## config.mk

```make
export PLATFORM = sky130hd
export DESIGN_NAME = exec_cluster
export DESIGN_NICKNAME = d
export VERILOG_FILES = /design/src/pj_pkg.sv /design/src/fu_result_if.sv /design/src/exec_dispatch.sv /design/src/fu_logic.sv /design/src/fu_arith.sv /design/src/fu_mul.sv /design/src/cdb_writeback.sv /design/src/exec_cluster.sv
export SDC_FILE = /design/constraint.sdc
export NUM_CORES = 2
export LEC_CHECK = 0
export ABC_AREA = 1
export BUFFER_PORTS_ARGS = -buffer_cell sky130_fd_sc_hd__buf_4
export CORE_UTILIZATION = 45
export CTS_CLUSTER_DIAMETER = 80
export DETAILED_ROUTE_END_ITERATION = 16
export PLACE_DENSITY = 0.68
export SYNTH_ARGS = -nofsm -noshare
export SYNTH_HDL_FRONTEND = slang
export SYNTH_SLANG_ARGS = --single-unit
export TNS_END_PERCENT = 50
```

## constraint.sdc

```tcl
create_clock -name clk_i -period 16.12 [get_ports clk_i]
set_input_delay 1.612 -clock clk_i [delete_from_list [all_inputs] [get_ports clk_i]]
set_output_delay 1.612 -clock clk_i [all_outputs]
set_load 0.1 [all_outputs]
```

## src/pj_pkg.sv

```systemverilog
package pj_pkg;

  localparam int WIDTH_OP  = 4;
  localparam int NUM_FLAGS = 4;

  // flag bit positions
  localparam int FLAG_C = 3;
  localparam int FLAG_N = 2;
  localparam int FLAG_Z = 1;
  localparam int FLAG_V = 0;

  // codes 11 to 15 are undefined and land in the logic unit
  typedef enum logic [WIDTH_OP-1:0] {
    OP_AND  = 4'd0,
    OP_XOR  = 4'd1,
    OP_OR   = 4'd2,
    OP_NEG  = 4'd3,
    OP_LSLS = 4'd4,
    OP_LSRS = 4'd5,
    OP_ASRS = 4'd6,
    OP_RORS = 4'd7,
    OP_ADDS = 4'd8,
    OP_SUBS = 4'd9,
    OP_MULS = 4'd10
  } op_e;

  typedef enum logic [1:0] {
    UNIT_LOGIC = 2'd0,
    UNIT_ARITH = 2'd1,
    UNIT_MUL   = 2'd2
  } unit_e;

  function automatic unit_e unit_of(input op_e op);
    unit_e unit;
    case (op)
      OP_ADDS,
      OP_SUBS: unit = UNIT_ARITH;
      OP_MULS: unit = UNIT_MUL;
      default: unit = UNIT_LOGIC;
    endcase
    return unit;
  endfunction

  // N and Z from the result, C and V left clear
  function automatic logic [NUM_FLAGS-1:0] nz_flags(
    input logic top_bit,
    input logic is_zero
  );
    logic [NUM_FLAGS-1:0] flags;
    flags         = '0;
    flags[FLAG_N] = top_bit;
    flags[FLAG_Z] = is_zero;
    return flags;
  endfunction

endpackage

```

## src/fu_result_if.sv

```systemverilog
`timescale 1ns/1ps

interface fu_result_if
  import pj_pkg::*;
#(
  parameter int WORD_SIZE_P  = 32,
  parameter int ROB_ENTRY    = 16,
  parameter int NUM_PHYS_REG = 64
);

  localparam int ROB_W = $clog2(ROB_ENTRY);
  localparam int REG_W = $clog2(NUM_PHYS_REG);

  logic                   valid;
  logic [ROB_W-1:0]       rob_dest;
  logic [REG_W-1:0]       reg_dest;
  logic [WORD_SIZE_P-1:0] result;
  logic [NUM_FLAGS-1:0]   flags;

  modport unit (output valid, rob_dest, reg_dest, result, flags);
  modport wb   (input  valid, rob_dest, reg_dest, result, flags);

endinterface

```

## src/exec_dispatch.sv

```systemverilog
`timescale 1ns/1ps

module exec_dispatch
  import pj_pkg::*;
(
  input  logic clk_i,
  input  logic reset_i,
  input  logic issue_v_i,
  input  op_e  opcode_i,
  output logic issue_stall_o,
  output logic logic_v_o,
  output logic arith_v_o,
  output logic mul_v_o
);

  unit_e unit;
  logic  accept;
  logic  mul_last;

  assign unit = unit_of(opcode_i);

  // a non-mul result issued now would meet the pending product at writeback
  assign issue_stall_o = mul_last && (unit != UNIT_MUL);
  assign accept        = issue_v_i && !issue_stall_o;

  assign logic_v_o = accept && (unit == UNIT_LOGIC);
  assign arith_v_o = accept && (unit == UNIT_ARITH);
  assign mul_v_o   = accept && (unit == UNIT_MUL);

  always_ff @(posedge clk_i)
  begin
    if (reset_i)
    begin
      mul_last <= 1'b0;
    end
    else
    begin
      mul_last <= mul_v_o;
    end
  end

endmodule

```

## src/fu_logic.sv

```systemverilog
`timescale 1ns/1ps

module fu_logic
  import pj_pkg::*;
#(
  parameter int WORD_SIZE_P  = 32,
  parameter int ROB_ENTRY    = 16,
  parameter int NUM_PHYS_REG = 64
)
(
  input  logic                            clk_i,
  input  logic                            reset_i,
  input  logic                            exe_v_i,
  input  op_e                             opcode_i,
  input  logic [WORD_SIZE_P-1:0]          operand1_i,
  input  logic [WORD_SIZE_P-1:0]          operand2_i,
  input  logic [$clog2(ROB_ENTRY)-1:0]    rob_dest_i,
  input  logic [$clog2(NUM_PHYS_REG)-1:0] reg_dest_i,
  fu_result_if.unit                       res_o
);

  localparam int SHAMT_W = $clog2(WORD_SIZE_P);

  logic [WORD_SIZE_P-1:0] and_res;
  logic [WORD_SIZE_P-1:0] xor_res;
  logic [WORD_SIZE_P-1:0] or_res;
  logic [WORD_SIZE_P-1:0] neg_res;
  logic [WORD_SIZE_P-1:0] lsls_res;
  logic [WORD_SIZE_P-1:0] lsrs_res;
  logic [WORD_SIZE_P-1:0] asrs_res;
  logic [WORD_SIZE_P-1:0] rors_res;
  logic [WORD_SIZE_P-1:0] lsl_last;
  logic [WORD_SIZE_P-1:0] lsr_last;
  logic [WORD_SIZE_P-1:0] asr_last;
  logic [SHAMT_W-1:0]     rot_amt;
  logic                   amt_zero;
  logic                   carry;
  logic [WORD_SIZE_P-1:0] result;
  logic [NUM_FLAGS-1:0]   flags;

  assign and_res = operand1_i & operand2_i;
  assign xor_res = operand1_i ^ operand2_i;
  assign or_res  = operand1_i | operand2_i;
  assign neg_res = ~operand2_i;

  // shift amount is the whole of operand2
  assign lsls_res = operand1_i << operand2_i;
  assign lsrs_res = operand1_i >> operand2_i;
  assign asrs_res = $signed(operand1_i) >>> operand2_i;

  // one step short, so the last bit out sits at the edge
  assign lsl_last = operand1_i << (operand2_i - 1'b1);
  assign lsr_last = operand1_i >> (operand2_i - 1'b1);
  assign asr_last = $signed(operand1_i) >>> (operand2_i - 1'b1);
  assign amt_zero = (operand2_i == '0);

  assign rot_amt  = operand2_i[SHAMT_W-1:0];
  assign rors_res = (operand1_i >> rot_amt) | (operand1_i << (WORD_SIZE_P - rot_amt));

  always_comb
  begin
    carry = 1'b0;
    case (opcode_i)
      OP_AND:  result = and_res;
      OP_XOR:  result = xor_res;
      OP_OR:   result = or_res;
      OP_NEG:  result = neg_res;
      OP_LSLS:
      begin
        result = lsls_res;
        carry  = lsl_last[WORD_SIZE_P-1];
      end
      OP_LSRS:
      begin
        result = lsrs_res;
        carry  = lsr_last[0];
      end
      OP_ASRS:
      begin
        result = asrs_res;
        carry  = asr_last[0];
      end
      OP_RORS:
      begin
        result = rors_res;
        carry  = rors_res[WORD_SIZE_P-1];
      end
      default: result = '0;
    endcase
    flags         = nz_flags(result[WORD_SIZE_P-1], result == '0);
    flags[FLAG_C] = carry && !amt_zero;
  end

  always_ff @(posedge clk_i)
  begin
    if (reset_i)
    begin
      res_o.valid <= 1'b0;
    end
    else
    begin
      res_o.valid <= exe_v_i;
    end
  end

  always_ff @(posedge clk_i)
  begin
    res_o.rob_dest <= rob_dest_i;
    res_o.reg_dest <= reg_dest_i;
    res_o.result   <= result;
    res_o.flags    <= flags;
  end

endmodule

```

## src/fu_arith.sv

```systemverilog
`timescale 1ns/1ps

module fu_arith
  import pj_pkg::*;
#(
  parameter int WORD_SIZE_P  = 32,
  parameter int ROB_ENTRY    = 16,
  parameter int NUM_PHYS_REG = 64
)
(
  input  logic                            clk_i,
  input  logic                            reset_i,
  input  logic                            exe_v_i,
  input  op_e                             opcode_i,
  input  logic [WORD_SIZE_P-1:0]          operand1_i,
  input  logic [WORD_SIZE_P-1:0]          operand2_i,
  input  logic [$clog2(ROB_ENTRY)-1:0]    rob_dest_i,
  input  logic [$clog2(NUM_PHYS_REG)-1:0] reg_dest_i,
  fu_result_if.unit                       res_o
);

  localparam int MSB = WORD_SIZE_P - 1;

  logic                 is_sub;
  logic [WORD_SIZE_P:0] sum;
  logic [NUM_FLAGS-1:0] flags;

  assign is_sub = (opcode_i == OP_SUBS);

  // extra top bit holds the carry, inverted borrow on subtract
  assign sum = is_sub ? {1'b0, operand1_i} - {1'b0, operand2_i}
                      : {1'b0, operand1_i} + {1'b0, operand2_i};

  always_comb
  begin
    flags         = nz_flags(sum[MSB], sum[MSB:0] == '0);
    flags[FLAG_C] = sum[WORD_SIZE_P] ^ is_sub;
    // operand signs agree for add, differ for sub, and result sign flips
    flags[FLAG_V] = ((operand1_i[MSB] ^ operand2_i[MSB]) == is_sub)
                 && (sum[MSB] != operand1_i[MSB]);
  end

  always_ff @(posedge clk_i)
  begin
    if (reset_i)
    begin
      res_o.valid <= 1'b0;
    end
    else
    begin
      res_o.valid <= exe_v_i;
    end
  end

  always_ff @(posedge clk_i)
  begin
    res_o.rob_dest <= rob_dest_i;
    res_o.reg_dest <= reg_dest_i;
    res_o.result   <= sum[MSB:0];
    res_o.flags    <= flags;
  end

endmodule

```

## src/fu_mul.sv

```systemverilog
`timescale 1ns/1ps

module fu_mul
  import pj_pkg::*;
#(
  parameter int WORD_SIZE_P  = 32,
  parameter int ROB_ENTRY    = 16,
  parameter int NUM_PHYS_REG = 64
)
(
  input  logic                            clk_i,
  input  logic                            reset_i,
  input  logic                            exe_v_i,
  input  logic [WORD_SIZE_P-1:0]          operand1_i,
  input  logic [WORD_SIZE_P-1:0]          operand2_i,
  input  logic [$clog2(ROB_ENTRY)-1:0]    rob_dest_i,
  input  logic [$clog2(NUM_PHYS_REG)-1:0] reg_dest_i,
  fu_result_if.unit                       res_o
);

  logic                            s1_valid;
  logic [2*WORD_SIZE_P-1:0]        s1_product;
  logic [$clog2(ROB_ENTRY)-1:0]    s1_rob_dest;
  logic [$clog2(NUM_PHYS_REG)-1:0] s1_reg_dest;

  always_ff @(posedge clk_i)
  begin
    if (reset_i)
    begin
      s1_valid    <= 1'b0;
      res_o.valid <= 1'b0;
    end
    else
    begin
      s1_valid    <= exe_v_i;
      res_o.valid <= s1_valid;
    end
  end

  // stage one multiplies, stage two keeps the low word and sets N and Z
  always_ff @(posedge clk_i)
  begin
    s1_product     <= operand1_i * operand2_i;
    s1_rob_dest    <= rob_dest_i;
    s1_reg_dest    <= reg_dest_i;
    res_o.rob_dest <= s1_rob_dest;
    res_o.reg_dest <= s1_reg_dest;
    res_o.result   <= s1_product[WORD_SIZE_P-1:0];
    res_o.flags    <= nz_flags(s1_product[WORD_SIZE_P-1], s1_product[WORD_SIZE_P-1:0] == '0);
  end

endmodule

```

## src/cdb_writeback.sv

```systemverilog
`timescale 1ns/1ps

module cdb_writeback
  import pj_pkg::*;
#(
  parameter int WORD_SIZE_P  = 32,
  parameter int ROB_ENTRY    = 16,
  parameter int NUM_PHYS_REG = 64
)
(
  input  logic                             clk_i,
  input  logic                             reset_i,
  fu_result_if.wb                          logic_i,
  fu_result_if.wb                          arith_i,
  fu_result_if.wb                          mul_i,
  output logic                             wb_v_o,
  output logic [$clog2(ROB_ENTRY)-1:0]     wb_rob_dest_o,
  output logic [$clog2(NUM_PHYS_REG)-1:0]  wb_reg_dest_o,
  output logic [WORD_SIZE_P-1:0]           wb_result_o,
  output logic [NUM_FLAGS-1:0]             wb_flags_o
);

  localparam int ROB_W = $clog2(ROB_ENTRY);
  localparam int REG_W = $clog2(NUM_PHYS_REG);

  logic                   any_v;
  logic [ROB_W-1:0]       rob_dest;
  logic [REG_W-1:0]       reg_dest;
  logic [WORD_SIZE_P-1:0] result;
  logic [NUM_FLAGS-1:0]   flags;

  // at most one unit is valid per cycle, so gated fields can be or-ed
  assign any_v    = logic_i.valid | arith_i.valid | mul_i.valid;
  assign rob_dest = ({ROB_W{logic_i.valid}} & logic_i.rob_dest)
                  | ({ROB_W{arith_i.valid}} & arith_i.rob_dest)
                  | ({ROB_W{mul_i.valid}}   & mul_i.rob_dest);
  assign reg_dest = ({REG_W{logic_i.valid}} & logic_i.reg_dest)
                  | ({REG_W{arith_i.valid}} & arith_i.reg_dest)
                  | ({REG_W{mul_i.valid}}   & mul_i.reg_dest);
  assign result   = ({WORD_SIZE_P{logic_i.valid}} & logic_i.result)
                  | ({WORD_SIZE_P{arith_i.valid}} & arith_i.result)
                  | ({WORD_SIZE_P{mul_i.valid}}   & mul_i.result);
  assign flags    = ({NUM_FLAGS{logic_i.valid}} & logic_i.flags)
                  | ({NUM_FLAGS{arith_i.valid}} & arith_i.flags)
                  | ({NUM_FLAGS{mul_i.valid}}   & mul_i.flags);

  always_ff @(posedge clk_i)
  begin
    if (reset_i)
    begin
      wb_v_o <= 1'b0;
    end
    else
    begin
      wb_v_o <= any_v;
    end
  end

  always_ff @(posedge clk_i)
  begin
    wb_rob_dest_o <= rob_dest;
    wb_reg_dest_o <= reg_dest;
    wb_result_o   <= result;
    wb_flags_o    <= flags;
  end

endmodule

```

## src/exec_cluster.sv

```systemverilog
`timescale 1ns/1ps

module exec_cluster
  import pj_pkg::*;
#(
  parameter int WORD_SIZE_P  = 32,
  parameter int ROB_ENTRY    = 16,
  parameter int NUM_PHYS_REG = 64
)
(
  input  logic                            clk_i,
  input  logic                            reset_i,
  input  logic                            issue_v_i,
  input  op_e                             opcode_i,
  input  logic [WORD_SIZE_P-1:0]          operand1_i,
  input  logic [WORD_SIZE_P-1:0]          operand2_i,
  input  logic [$clog2(ROB_ENTRY)-1:0]    rob_dest_i,
  input  logic [$clog2(NUM_PHYS_REG)-1:0] reg_dest_i,
  output logic                            issue_stall_o,
  output logic                            wb_v_o,
  output logic [$clog2(ROB_ENTRY)-1:0]    wb_rob_dest_o,
  output logic [$clog2(NUM_PHYS_REG)-1:0] wb_reg_dest_o,
  output logic [WORD_SIZE_P-1:0]          wb_result_o,
  output logic [NUM_FLAGS-1:0]            wb_flags_o
);

  logic logic_v;
  logic arith_v;
  logic mul_v;

  fu_result_if #(.WORD_SIZE_P(WORD_SIZE_P), .ROB_ENTRY(ROB_ENTRY),
                 .NUM_PHYS_REG(NUM_PHYS_REG)) logic_res ();
  fu_result_if #(.WORD_SIZE_P(WORD_SIZE_P), .ROB_ENTRY(ROB_ENTRY),
                 .NUM_PHYS_REG(NUM_PHYS_REG)) arith_res ();
  fu_result_if #(.WORD_SIZE_P(WORD_SIZE_P), .ROB_ENTRY(ROB_ENTRY),
                 .NUM_PHYS_REG(NUM_PHYS_REG)) mul_res ();

  exec_dispatch u_dispatch (
    .clk_i         (clk_i),
    .reset_i       (reset_i),
    .issue_v_i     (issue_v_i),
    .opcode_i      (opcode_i),
    .issue_stall_o (issue_stall_o),
    .logic_v_o     (logic_v),
    .arith_v_o     (arith_v),
    .mul_v_o       (mul_v)
  );

  // operands and tags go to every unit, the strobe picks the one that acts
  fu_logic #(.WORD_SIZE_P(WORD_SIZE_P), .ROB_ENTRY(ROB_ENTRY),
             .NUM_PHYS_REG(NUM_PHYS_REG)) u_logic (
    .clk_i      (clk_i),
    .reset_i    (reset_i),
    .exe_v_i    (logic_v),
    .opcode_i   (opcode_i),
    .operand1_i (operand1_i),
    .operand2_i (operand2_i),
    .rob_dest_i (rob_dest_i),
    .reg_dest_i (reg_dest_i),
    .res_o      (logic_res.unit)
  );

  fu_arith #(.WORD_SIZE_P(WORD_SIZE_P), .ROB_ENTRY(ROB_ENTRY),
             .NUM_PHYS_REG(NUM_PHYS_REG)) u_arith (
    .clk_i      (clk_i),
    .reset_i    (reset_i),
    .exe_v_i    (arith_v),
    .opcode_i   (opcode_i),
    .operand1_i (operand1_i),
    .operand2_i (operand2_i),
    .rob_dest_i (rob_dest_i),
    .reg_dest_i (reg_dest_i),
    .res_o      (arith_res.unit)
  );

  fu_mul #(.WORD_SIZE_P(WORD_SIZE_P), .ROB_ENTRY(ROB_ENTRY),
           .NUM_PHYS_REG(NUM_PHYS_REG)) u_mul (
    .clk_i      (clk_i),
    .reset_i    (reset_i),
    .exe_v_i    (mul_v),
    .operand1_i (operand1_i),
    .operand2_i (operand2_i),
    .rob_dest_i (rob_dest_i),
    .reg_dest_i (reg_dest_i),
    .res_o      (mul_res.unit)
  );

  cdb_writeback #(.WORD_SIZE_P(WORD_SIZE_P), .ROB_ENTRY(ROB_ENTRY),
                  .NUM_PHYS_REG(NUM_PHYS_REG)) u_writeback (
    .clk_i         (clk_i),
    .reset_i       (reset_i),
    .logic_i       (logic_res.wb),
    .arith_i       (arith_res.wb),
    .mul_i         (mul_res.wb),
    .wb_v_o        (wb_v_o),
    .wb_rob_dest_o (wb_rob_dest_o),
    .wb_reg_dest_o (wb_reg_dest_o),
    .wb_result_o   (wb_result_o),
    .wb_flags_o    (wb_flags_o)
  );

endmodule

```

# After elaboration in Yosys (flattened, before gate mapping)
# Index checks and enable logic that the tools add are counted.
# word_totals
reg_bits,208
input_bits,81
wordCells,97
# op_classes
n_addsub,4
n_mul,1
n_eq_ne,15
shifts,8
n_mux,4
bitwise,29
reduce_logical,16
# ops
operator,n
$pmux W32 S8,1
$and A32 B32 Y32,4
$logic_not A32 Y1,4
$or A32 B32 Y32,4
$shl A32 B32 Y32,3
$add A32 B32 Y33,1
$mux W33,1
$sub A32 B32 Y33,1
$mul A32 B32 Y32,1
$not A32 Y32,1
$shr A32 B32 Y1,1
$shr A32 B32 Y32,1
$shr A32 B5 Y32,1
$sshr A32 B32 Y1,1
$sshr A32 B32 Y32,1
$sub A32 B1 Y32 const B,1
$xor A32 B32 Y32,1
$and A4 B4 Y4,5
$and A6 B6 Y6,3
$eq A4 B3 Y1 const B,4
$or A4 B4 Y4,4
$eq A4 B4 Y1 const B,3
$or A6 B6 Y6,2
$eq A4 B2 Y1 const B,2
17 further kinds,26

# Longest topological paths before layout
# depth
depth_word,8
ltp_mapped,33
mapped_depth_nobuf,28

# By module
# A second synthesis with hierarchy kept.
# unflattened
cells_unflattened,5416
area_unflattened_um2,35647.9
# modules_own_cells
module,n_inst,cells_per_inst,area_each_um2
fu_mul,1,2421,18770.5
fu_logic,1,1968,10442.5
fu_arith,1,762,4500.6
cdb_writeback,1,249,1844.3
exec_dispatch,1,16,90.1

# Worst setup path before layout
# Ideal clock, no wire load.
# synth_timing
path_kind,input to register
startpoint,input port operand2_i[3]
endpoint,register u_mul.s1_product[27]
arrival_ns,8.424
required_ns,16.000
path_slack_ns,7.576
path_stages,28
cell_sequence,buf_4 > buf_1 > clkbuf_1 > clkbuf_1 > clkbuf_1 > nand2_1 > inv_1 > fa_1 > inv_1 > fa_1 > fa_1 > fa_1 > inv_1 > fa_1 > inv_1 > fa_1 > inv_1 > fa_1 > fa_1 > ha_1 > nand2_1 > o21ai_0 > a21oi_1 > o21ai_0 > nand2_1 > nand2_1 > a21oi_1 > xnor2_1
# synth_via
elab_chain_len,1
# synth_lines
item,line_no,source
from (decl),exec_cluster.sv:16,"input logic [WORD_SIZE_P-1:0] operand2_i,"
$mul A32 B32 Y32,fu_mul.sv:43,s1_product <= operand1_i * operand2_i;
to (signal assigned),fu_mul.sv:43,
to (decl),fu_mul.sv:22,logic [2*WORD_SIZE_P-1:0] s1_product;
# No other way between the ends.
# A chain may end at the register's enable or synchronous reset.

# Worst setup path in the final report
# Ends and elaborated chain as after synthesis.

==> metrics.txt <==
status=finished clean; global-route wire length before repair=200700 um; Netlist cell types=60; Post-CTS Hold Buffers=0; Slew Limit Fails=0; Ys Warns=0; IO Pins=129; period utilisation layout=49.20%; Iter 0 DRT Violations=4168; Post-Synth XOR/XNOR Area=3.971%; clock buffer depth=3; grt total ovfl=0; CTS tree=done; largest net degree at the start of global routing=63; Core Region=71850 um2; Post-Synth Adder-Cell Area=33.30%; Total Neg Setup Slack=0 ns; vias=32670; gr usage total=36.40%; Max-Cap Viols=0; final count of negative-setup-slack endpoints=0; Synth Area in Compound Gates=9.014%; post-CTS setup buffers=0; clock-pin transition on the worst setup and hold timing paths=0.07 ns; Post-Synth Simple-Gate Area=26.94%; # nets final=5448; post-synthesis sequential area ratio=12.41%; IO Port Bufs=128; Hold Path Class=reg2reg; non-filler instance count after layout=5704; Cell Rows=98; crit path capture type=flip-flop; async set-or-reset flop fraction in the synthesized netlist=0%; GP Congestion=1.063; commonest cells after routing, fill and taps aside=1432 x nand2_1, 885 x inv_1, 409 x fa_1; commonest non-fill, non-tap cell in the layout=nand2_1; HPWL after DPL=103400 um; critical setup path kind=in2reg; clock sink count=204; max incr delay on CP=0.55 ns; Pre-antenna DRT Iters=8; Critical-path top delay cell=fa_1; WL/cell=23.76 um; Placed Cells=5666; CP arrival=8.32 ns; # DRC=0; fillers=7416; multi-input logic area=24200 um2; Req. time, crit path=16.51 ns; post_cts resized=0; number of buffers created by CTS=19; ranking of synthesized cells by area=fa_1 25%, nand2_1 16%, dfxtp_1 12%, inv_1 10%, ha_1 8.4%; vias in the first global route=31530; Synth area leader=fa_1; dominant combinational cell family by area after synthesis=adder cells; Vias per Instance=5.728; H-Tree Depth=1; Clock Skews=0.007034 ns; Die H=272.4 um; Worst-Margin Slew=1.303 ns; FF+latch count, synth=204; RSZ-0062 raised after global routing=false; Die X=272.4 um; die area=74190 um2; most frequent CP cell=fa_1; mux contribution to synthesized area=0.2738%; maximum clock frequency=0.1261 GHz; Storage cell area=4084 um2; Worst-Skew Late Latency=0.50 ns; Antenna Nets Post-Route=0; crit start category=input pin; cells after synthesis=4814; Post-synth EDFFs=0; Initial Util=45.78%; post-synth net total=5525; most common flop cell mapped by yosys=dfxtp_1; Rel. slew slack=13.12%; Routed WL=135500 um; Final Hold Fails=0; syn_area_per_cell=6.834 um2; Yosys top cell area share=24.89%; CTS root buf=clkbuf_16; synth-to-layout area growth=5.663%; CP Max Fanout=31; antenna violations before repair=5; share of cells above drive strength 1=5.621%; Post-Syn Area=32900 um2; Tmin final=7.931 ns
[flip-flops by register name, summed over array words and instances (netlist names)]
signal                     count
u_writeback.wb_flags_o         4
u_logic.res_o.valid            1
u_writeback.wb_v_o             1
u_mul.s1_valid                 1
u_writeback.wb_rob_dest_o      4
u_arith.res_o.valid            1
u_mul.s1_product              32
u_arith.res_o.result          31
u_mul.res_o.flags              2
u_mul.res_o.result            31
u_mul.s1_rob_dest              4
u_mul.res_o.valid              1
u_writeback.wb_reg_dest_o      6
u_mul.res_o.rob_dest           4
u_logic.res_o.flags            3
u_arith.res_o.flags            4
u_mul.res_o.reg_dest           6
u_writeback.wb_result_o       31
u_mul.s1_reg_dest              6
u_logic.res_o.result          31
[kinds of logic (layout without fill, tap and decap cells)]
| kind of cell | Yosys count | in the layout |
|---|---|---|
| xor+xnor | 144 | 144 |
| compound gates | 512 | 512 |
| flops | 204 | 204 |
| fa+ha+maj | 630 | 630 |
| simple gates | 2142 | 2142 |
| other cells | 0 | 4 |
| mux | 9 | 9 |
| buf+inv | 1173 | 1109 |
[area by class of cell]
cell class	instances	share of cell area (%)
Clock buffer	24	1.537
Inverter	905	9.784
Tap cell	950	3.420
Sequential cell	204	11.75
Clock inverter	10	0.2016
Antenna cell	4	0.02880
Multi-Input combinational cell	3437	69.61
Timing Repair Buffer	170	3.672
[path summary, 6_finish.rpt]
kind / startpoint / to / slack (ns) / cells after the start
max: operand2_i[3] / u_mul.s1_product[27] / 8.19 / 25
min: u_mul.s1_rob_dest[1] / u_mul.res_o.rob_dest[1] / 0.35 / 0
max reg2reg: u_mul.res_o.valid / u_writeback.wb_flags_o[2] / 14.65 / 3
min reg2reg: u_mul.s1_rob_dest[1] / u_mul.res_o.rob_dest[1] / 0.35 / 0
[worst max-delay path, delay by kind of cell]
kind                     cells  cell delay, ns
AND/OR/NAND/NOR              4            0.42
XOR/XNOR                     1            0.14
AO/OA/AOI/OAI                4            0.84
adder cells (fa/ha/maj)      9            4.20
buffers and inverters        7            1.06
[metal layers]
layer  track usage, %  up-vias  share of wire, %
met5                0        -             0.021
met4            16.51        4               5.0
met3            8.516      358                13
met2            54.50     2083                42
met1            49.65    15650                40
li1                 -    14570                 -
[cell usage after synthesis (31+ instances only)]
cell type and number:
o21ai_1 47, clkbuf_1 136, nand2_1 1433, a21oi_1 144
nor2_1 235, o22ai_1 31, ha_1 221, xnor2_1 54
nand3_1 356, buf_1 42, dfxtp_1 204, fa_1 409
o21ai_0 166, buf_2 61, o211ai_1 41, inv_1 885
xor2_1 87
[per-stage QoR]
stage / util [%] / instance area (um2) / hold slack [ns] / setup WS, ns
after detailed placement: 47.52 / 34150 / 0.3332 / 7.755
after global placement: 47.52 / 34150 / 0.3290 / 7.770
after CTS: 48.36 / 34750 / 0.3488 / 8.261
after floorplan: - / 32900 / 0.3249 / 7.576
after global routing: 48.37 / 34750 / 0.3517 / 7.837
final: 48.38 / 34760 / 0.3458 / 8.189
Power is left out: the tool's default activity adds up to more than one toggle a clock period on the data nets, which glitch-free logic cannot reach.
